### config.mk
export PLATFORM = sky130hd
export DESIGN_NAME = board_io_top
export DESIGN_NICKNAME = d
export VERILOG_FILES = /design/src/design/board_io_pkg.sv /design/src/design/apb_io_regs.sv /design/src/design/board_io_top.sv /design/src/design/input_debouncer.sv /design/src/design/seven_seg_scanner.sv
export SDC_FILE = /design/constraint.sdc
export NUM_CORES = 1
export LEC_CHECK = 0
export BUFFER_PORTS_ARGS = -buffer_cell sky130_fd_sc_hd__buf_2
export CAP_MARGIN = 20
export CORE_MARGIN = 5
export CORE_UTILIZATION = 37
export CTS_BUF_LIST = sky130_fd_sc_hd__clkbuf_4
export DETAILED_ROUTE_END_ITERATION = 12
export GPL_ROUTABILITY_DRIVEN = 0
export PLACE_DENSITY = 0.63
export SLEW_MARGIN = 20
export SYNTH_ARGS = -nofsm -noshare
export SYNTH_HDL_FRONTEND = slang
export SYNTH_HIERARCHICAL = 1
export SYNTH_SLANG_ARGS = --single-unit
### constraint.sdc
create_clock -name clk -period 2.85 [get_ports clk]
set_clock_uncertainty 0.2 [all_clocks]
set_input_delay 0.285 -clock clk [delete_from_list [all_inputs] [get_ports clk]]
set_output_delay 0.285 -clock clk [all_outputs]
set_load 0.05 [all_outputs]
### src/design/board_io_pkg.sv
`default_nettype none

package board_io_pkg;

    localparam int NUM_SWITCHES = 16;
    localparam int NUM_BUTTONS  = 5;
    localparam int NUM_DIGITS   = 8;
    localparam int NUM_INPUTS   = NUM_SWITCHES + NUM_BUTTONS;   // debounced as one vector.

    localparam int RAW_DIGITS   = 4;                             // digits covered by raw mode.
    localparam int DIGIT_W      = $clog2(NUM_DIGITS);
    localparam int RAW_IDX_W    = $clog2(RAW_DIGITS);

    // a board build raises this to about a million.
    localparam int DEBOUNCE_CYCLES = 4;
    localparam int DEB_CNT_W       = $clog2(DEBOUNCE_CYCLES + 1);

    // a board build raises this to about 100000.
    localparam int SCAN_CYCLES = 8;
    localparam int SCAN_CNT_W  = $clog2(SCAN_CYCLES + 1);

    localparam int APB_ADDR_W = 8;
    localparam int APB_DATA_W = 32;

    localparam logic [APB_ADDR_W-1:0] REG_SWITCHES  = 8'h00;   // read-only.
    localparam logic [APB_ADDR_W-1:0] REG_BUTTONS   = 8'h04;   // read-only.
    localparam logic [APB_ADDR_W-1:0] REG_PRESSED   = 8'h08;   // write 1 to clear.
    localparam logic [APB_ADDR_W-1:0] REG_LEDS      = 8'h0C;
    localparam logic [APB_ADDR_W-1:0] REG_DISP_CTRL = 8'h10;
    localparam logic [APB_ADDR_W-1:0] REG_DISP_DATA = 8'h14;

    // The display word is read either as eight hex nibbles or as four
    // raw segment bytes. In a raw byte bit 7 is the dot and bits 6:0 are
    // segments g down to a, with 1 meaning lit.
    typedef union packed {
        logic [NUM_DIGITS-1:0][3:0] hex;   // digit 0 is the lowest nibble.
        logic [RAW_DIGITS-1:0][7:0] raw;   // digit 0 is the lowest byte.
    } disp_word_u;

endpackage

`default_nettype wire

### src/design/apb_io_regs.sv
`default_nettype none

module apb_io_regs import board_io_pkg::*;
(
    input  logic                    clk,
    input  logic                    arst_n,

    input  logic [APB_ADDR_W  -1:0] paddr,
    input  logic                    psel,
    input  logic                    penable,
    input  logic                    pwrite,
    input  logic [APB_DATA_W  -1:0] pwdata,
    output logic [APB_DATA_W  -1:0] prdata,
    output logic                    pready,
    output logic                    pslverr,

    input  logic [NUM_SWITCHES-1:0] sw_db,
    input  logic [NUM_BUTTONS -1:0] btn_db,

    output logic [15:0]             led,
    output disp_word_u              disp_data,
    output logic                    raw_mode,
    output logic [NUM_DIGITS  -1:0] digit_en
);

    logic                   access;
    logic                   wr_en;
    logic                   mapped;
    logic                   read_only;
    logic [NUM_BUTTONS-1:0] btn_prev;
    logic [NUM_BUTTONS-1:0] pressed;
    logic [NUM_BUTTONS-1:0] press_rise;
    logic [NUM_BUTTONS-1:0] press_clr;

    assign access = psel & penable;                     // zero wait states, so this ends the transfer.
    assign wr_en  = access & pwrite;

    assign pready = 1'b1;

    // read mux and address decode.
    always_comb begin
        prdata    = '0;
        mapped    = 1'b1;
        read_only = 1'b0;
        case (paddr)
            REG_SWITCHES: begin
                prdata[NUM_SWITCHES-1:0] = sw_db;
                read_only                = 1'b1;
            end
            REG_BUTTONS: begin
                prdata[NUM_BUTTONS-1:0] = btn_db;
                read_only               = 1'b1;
            end
            REG_PRESSED:   prdata[NUM_BUTTONS-1:0] = pressed;
            REG_LEDS:      prdata[15:0]            = led;
            REG_DISP_CTRL: prdata[15:0]            = { digit_en, 7'b0, raw_mode };
            REG_DISP_DATA: prdata                  = disp_data;
            default:       mapped                  = 1'b0;
        endcase
    end

    assign pslverr = access & (~mapped | (pwrite & read_only));

    // rising edges of the debounced buttons set the sticky bits.
    assign press_rise = btn_db & ~btn_prev;
    assign press_clr  = (wr_en && paddr == REG_PRESSED) ? pwdata[NUM_BUTTONS-1:0] : '0;

    always_ff @(posedge clk or negedge arst_n) begin
        if (!arst_n) begin
            btn_prev <= '0;
            pressed  <= '0;
        end else begin
            btn_prev <= btn_db;
            pressed  <= (pressed & ~press_clr) | press_rise;   // a new press beats the clear.
        end
    end

    always_ff @(posedge clk or negedge arst_n) begin
        if (!arst_n) begin
            led       <= '0;
            raw_mode  <= 1'b0;
            digit_en  <= '1;                            // all digits enabled out of reset.
            disp_data <= '0;
        end else if (wr_en) begin
            case (paddr)
                REG_LEDS: led <= pwdata[15:0];
                REG_DISP_CTRL: begin
                    raw_mode <= pwdata[0];
                    digit_en <= pwdata[15:8];
                end
                REG_DISP_DATA: disp_data <= pwdata;
                default: ;                              // read-only and unmapped writes are dropped.
            endcase
        end
    end

endmodule

`default_nettype wire

### src/design/board_io_top.sv
`default_nettype none

module board_io_top import board_io_pkg::*;
(
    input  logic                    clk,
    input  logic                    arst_n,

    input  logic [APB_ADDR_W  -1:0] paddr,
    input  logic                    psel,
    input  logic                    penable,
    input  logic                    pwrite,
    input  logic [APB_DATA_W  -1:0] pwdata,
    output logic [APB_DATA_W  -1:0] prdata,
    output logic                    pready,
    output logic                    pslverr,

    input  logic [NUM_SWITCHES-1:0] sw,
    input  logic [NUM_BUTTONS -1:0] btn,

    output logic [15:0]             led,
    output logic [6:0]              seg,       // active low, g down to a.
    output logic                    dp,
    output logic [NUM_DIGITS  -1:0] an
);

    logic [NUM_SWITCHES-1:0] sw_db;
    logic [NUM_BUTTONS -1:0] btn_db;
    disp_word_u              disp_data;
    logic                    raw_mode;
    logic [NUM_DIGITS  -1:0] digit_en;

    input_debouncer input_debouncer
    (
        .clk       ( clk       ),
        .arst_n    ( arst_n    ),
        .sw        ( sw        ),
        .btn       ( btn       ),
        .sw_db     ( sw_db     ),
        .btn_db    ( btn_db    )
    );

    apb_io_regs apb_io_regs
    (
        .clk       ( clk       ),
        .arst_n    ( arst_n    ),
        .paddr     ( paddr     ),
        .psel      ( psel      ),
        .penable   ( penable   ),
        .pwrite    ( pwrite    ),
        .pwdata    ( pwdata    ),
        .prdata    ( prdata    ),
        .pready    ( pready    ),
        .pslverr   ( pslverr   ),
        .sw_db     ( sw_db     ),
        .btn_db    ( btn_db    ),
        .led       ( led       ),
        .disp_data ( disp_data ),
        .raw_mode  ( raw_mode  ),
        .digit_en  ( digit_en  )
    );

    seven_seg_scanner seven_seg_scanner
    (
        .clk       ( clk       ),
        .arst_n    ( arst_n    ),
        .disp_data ( disp_data ),
        .raw_mode  ( raw_mode  ),
        .digit_en  ( digit_en  ),
        .seg       ( seg       ),
        .dp        ( dp        ),
        .an        ( an        )
    );

endmodule

`default_nettype wire

### src/design/input_debouncer.sv
`default_nettype none

module input_debouncer import board_io_pkg::*;
(
    input  logic                    clk,
    input  logic                    arst_n,

    input  logic [NUM_SWITCHES-1:0] sw,
    input  logic [NUM_BUTTONS -1:0] btn,

    output logic [NUM_SWITCHES-1:0] sw_db,
    output logic [NUM_BUTTONS -1:0] btn_db
);

    logic [NUM_INPUTS-1:0] raw_in;
    logic [NUM_INPUTS-1:0] sync_q1;
    logic [NUM_INPUTS-1:0] sync_q2;
    logic [NUM_INPUTS-1:0] stable;

    assign raw_in = { btn, sw };

    // two-flop synchronizer for every board input.
    always_ff @(posedge clk or negedge arst_n) begin
        if (!arst_n) begin
            sync_q1 <= '0;
            sync_q2 <= '0;
        end else begin
            sync_q1 <= raw_in;
            sync_q2 <= sync_q1;
        end
    end

    // Each bit counts consecutive cycles in which the synchronized value
    // differs from the debounced one, and flips after DEBOUNCE_CYCLES of them.
    for (genvar i = 0; i < NUM_INPUTS; i++) begin : g_bit
        logic [DEB_CNT_W-1:0] count;

        always_ff @(posedge clk or negedge arst_n) begin
            if (!arst_n) begin
                count     <= '0;
                stable[i] <= 1'b0;
            end else if (sync_q2[i] == stable[i]) begin
                count     <= '0;                           // any bounce restarts the wait.
            end else if (count == DEB_CNT_W'(DEBOUNCE_CYCLES - 1)) begin
                count     <= '0;
                stable[i] <= sync_q2[i];
            end else begin
                count     <= count + 1'b1;
            end
        end
    end

    assign sw_db  = stable[NUM_SWITCHES-1:0];
    assign btn_db = stable[NUM_INPUTS-1:NUM_SWITCHES];

endmodule

`default_nettype wire

### src/design/seven_seg_scanner.sv
`default_nettype none

module seven_seg_scanner import board_io_pkg::*;
(
    input  logic                  clk,
    input  logic                  arst_n,

    input  disp_word_u            disp_data,
    input  logic                  raw_mode,
    input  logic [NUM_DIGITS-1:0] digit_en,

    output logic [6:0]            seg,
    output logic                  dp,
    output logic [NUM_DIGITS-1:0] an
);

    logic [SCAN_CNT_W-1:0] prescale;
    logic                  scan_tick;
    logic [DIGIT_W   -1:0] digit_idx;
    logic [6:0]            pattern;
    logic                  dot;
    logic                  blank;
    logic [NUM_DIGITS-1:0] anode_sel;

    function automatic logic [6:0] hex_to_seg(input logic [3:0] nibble);
        case (nibble)
            4'h0:    return 7'h3F;
            4'h1:    return 7'h06;
            4'h2:    return 7'h5B;
            4'h3:    return 7'h4F;
            4'h4:    return 7'h66;
            4'h5:    return 7'h6D;
            4'h6:    return 7'h7D;
            4'h7:    return 7'h07;
            4'h8:    return 7'h7F;
            4'h9:    return 7'h6F;
            4'hA:    return 7'h77;
            4'hB:    return 7'h7C;
            4'hC:    return 7'h39;
            4'hD:    return 7'h5E;
            4'hE:    return 7'h79;
            default: return 7'h71;
        endcase
    endfunction

    assign scan_tick = (prescale == SCAN_CNT_W'(SCAN_CYCLES - 1));

    always_ff @(posedge clk or negedge arst_n) begin
        if (!arst_n) begin
            prescale  <= '0;
            digit_idx <= '0;
        end else if (scan_tick) begin
            prescale  <= '0;
            if (digit_idx == DIGIT_W'(NUM_DIGITS - 1))
                digit_idx <= '0;
            else
                digit_idx <= digit_idx + 1'b1;
        end else begin
            prescale  <= prescale + 1'b1;
        end
    end

    // pattern for the selected digit, active high.
    always_comb begin
        pattern = '0;
        dot     = 1'b0;
        blank   = 1'b0;
        if (raw_mode) begin
            if (digit_idx < DIGIT_W'(RAW_DIGITS))
                { dot, pattern } = disp_data.raw[digit_idx[RAW_IDX_W-1:0]];
            else
                blank = 1'b1;                           // upper digits stay dark in raw mode.
        end else begin
            pattern = hex_to_seg(disp_data.hex[digit_idx]);
        end
    end

    assign anode_sel = (digit_en[digit_idx] && !blank) ? (NUM_DIGITS'(1) << digit_idx) : '0;

    // segments, dot and anodes change on the same edge.
    always_ff @(posedge clk or negedge arst_n) begin
        if (!arst_n) begin
            seg <= '1;
            dp  <= 1'b1;
            an  <= '1;
        end else begin
            seg <= ~pattern;
            dp  <= ~dot;
            an  <= ~anode_sel;
        end
    end

endmodule

`default_nettype wire

==> impl_metrics.yaml <==
critical_path:
  start_kind: "primary input"
  r2r-start: "seven_seg_scanner/digit_idx[0]"
  required_ns: 2.37
  path_depth: 7
  crit_slowest_cell: "dlygate4sd3_1"
  critPathTopFamily: "buffers and inverters"
  reg2reg_depth: 7
  endpoint_kind: "output port"
  worstSetupPathType: "in -> out"
  r2r-end: "seven_seg_scanner/seg[3]"
  r2r_slack_ns: 0.24
  crit_chain: "dlygate4sd3_1, buf_2, or4_1, buf_4, nor3_1, a221o_1, clkbuf_4"
  crit_path_max_incr_delay_ns: 0.54
  cp.arrival_ns: 2.27
  worst-path-buf-inv: 4
  cp_max_fo: 12
power_and_ir_drop:
  powerDensity_nw_per_um2: 641
  power.total_mw: 7.93
  vdd_drop_max_mv: 0.305
  power_frac_comb: 0.170
  switchingPower_mw: 2.14
  swShare: 0.270
  intPower_mw: 5.79
  p_leak_nw: 5.98
  p_clk_frac: 0.344
  seqPwrFrac: 0.486
floorplanning:
  die_x_um: 171
  io_pins: 132
  initial_core_util: 0.373
  die_area_um2: 29400
  die_h_um: 171
  coreArea_um2: 25800
  rows: 59
clock_tree:
  cts.sinks: 216
  clock_path_buffers: 3
  numCtsBuffers: 57
  cts_root_buf: "clkbuf_4"
  cts_setup_buffers: 0
  cts_tree: "done"
  htreeDepth: 2
  clkSlewWorstSetupHoldPaths_ns: 0.05
  clk_latency_ns: 0.69
place:
  port_buffers: 130
  dp.cells: 1143
  hpwlAfterDp_um: 15600
cells_and_area:
  area_growth_pct: 28.5
  fin_nets: 1046
  final_common_cell: "dfrtp_1"
  finalNonFillerCells: 1328
  layout-drive-gt1-share: 0.416
  final_util: 0.479
  final_cell_mix: "dfrtp_1, buf_2, clkbuf_4"
synthesis:
  synth_top_cell_area_share: 0.499
  synth_area_um2: 9640
  syn_avg_cell_area_um2: 14.3
  synth_fp_nets: 773
  yosys-top-cells-area: "dfrtp_1, mux2_2, dfstp_2"
  yosysTopAreaCell: "dfrtp_1"
  ys.flop_type: "dfrtp_1"
  ys_seq_area_frac: 0.564
  synth_edf_count: 0
  synth_seq_cells: 216
  synth_cell_types: 57
  ys_warn_count: 6
  async_flop_share: 1.00
  syn-instance-count: 673
worst_hold_path:
  hold_depth: 2
  hold_path_end: "input_debouncer/sync_q1[0]"
  min_path_type: "in -> reg"
  hp-start: "sw[0]"
sta:
  rsz0062_at_grt: "yes"
  post-route-min-period_ns: 2.76
  fmax_ghz: 0.363
  hold_violations: 0
  final-setup-viol-count: 0
  slew_viol_final: 0
  post-route-period-util: 0.968
grt:
  grt_pass1_vias: 6817
  antenna_found_initial: 2
  grt_usage: 0.155
  grt_overflow: 0
  grt_start_max_net_pins: 55
  grt_pass1_wl_um: 36300
detailed_routing:
  vias_per_cell: 4.83
  wl_per_cell_um: 16.8
  drc: 0
  ant_nets: 0
  routed_wirelength_um: 22400
  vias: 6414
  firstDrtPassIters: 4
  initialDrtViolationCount: 300
flow_run:
  cap_violations: 0
status:
  status: "finished, final reports clean"
power by group through the flow:
stage | Sequential [mW] | Combinational [mW] | Clock, mW
2_1_floorplan | 3.85 | 0.953 | 0
4_1_cts | 3.87 | 1.37 | 2.85
5_1_grt | 3.92 | 1.54 | 3.01
6_report | 3.86 | 1.35 | 2.73
3_5_place_dp | 3.92 | 1.28 | 0
3_3_place_gp | 3.90 | 1.23 | 0
Yosys cell counts, drive strengths merged, types with 7 or more instances:
library cell  number
dfrtp            192
mux2              79
nor2b             37
nor3              35
nor3b             35
ha                34
mux2i             32
dfstp             24
xnor2             21
and2              19
mux4              19
inv               17
nand2             17
buf               14
a221o             11
clkbuf            11
nand3              7
what timing repair did:
action / in CTS / in global routing
setup endpoints to repair: 0 / 4
hold endpoints to repair: 281 / 1
gates resized for setup: 0 / 4
hold buffers: 78 / 1
sequential cells by signal, indices dropped and copies added, names as in the netlist:
register / count
apb_io_regs/btn_prev: 5
apb_io_regs/digit_en: 8
apb_io_regs/disp_data: 32
apb_io_regs/led: 16
apb_io_regs/pressed: 5
apb_io_regs/raw_mode: 1
input_debouncer/btn_db: 5
input_debouncer/g_bit.count: 63
input_debouncer/sw_db: 16
input_debouncer/sync_q1: 21
input_debouncer/sync_q2: 21
seven_seg_scanner/an: 8
seven_seg_scanner/digit_idx: 3
seven_seg_scanner/dp: 1
seven_seg_scanner/prescale: 4
seven_seg_scanner/seg: 7
through the flow:
step,hold slack (ns),TNS [ns],setup WS [ns],area (um2)
floorplan,-0.211,0,0.172,9640
global placement,0.132,0,0.197,10800
detailed placement,0.135,0,0.141,10800
CTS,0.00159,0,0.0883,12400
global route,0.0168,-0.00180,-0.00180,12400
finish,0.0780,0,0.0924,12400
final cells by class:
class | instances | area [um2]
multi-input combinational | 415 | 3960
fill | 2344 | 13500
clock buffer | 94 | 706
clock inverter | 10 | 48.8
timing repair buffer | 239 | 1740
inverter | 17 | 63.8
tap | 335 | 419
sequential | 216 | 5440
antenna | 2 | 5.00
worst max path at each step:
stage,endpoint,startpoint,slack (ns)
after global routing,prdata[3],paddr[4],-0.002
after detailed placement,seven_seg_scanner/seg[3],seven_seg_scanner/digit_idx[0],0.14
after floorplan,seven_seg_scanner/seg[3],seven_seg_scanner/digit_idx[0],0.17
after CTS,prdata[12],paddr[3],0.09
after global placement,seven_seg_scanner/seg[3],seven_seg_scanner/digit_idx[0],0.20
final,prdata[12],paddr[3],0.09
cell families (layout without fill, tap and decap cells):
family	after synthesis	after routing	share of synthesized area
DFF	216	216	0.564
other	1	3	0.000389
and+or+nand+nor	183	183	0.135
AOI/OAI and AO/OA	45	45	0.0380
xor gates and xnor gates	22	22	0.0200
buffers and inverters	42	360	0.0247
muxes	130	130	0.174
adders and majority gates	34	34	0.0441
layer usage:
layer	global-route usage	up-vias	share of wire
met3	0.0349	33	0.057
met5	0	-	0
met2	0.247	164	0.47
li1	-	3023	-
met1	0.212	3194	0.46
met4	0.0493	0	0.018
No activity file was read; power rests on OpenSTA's default activity.
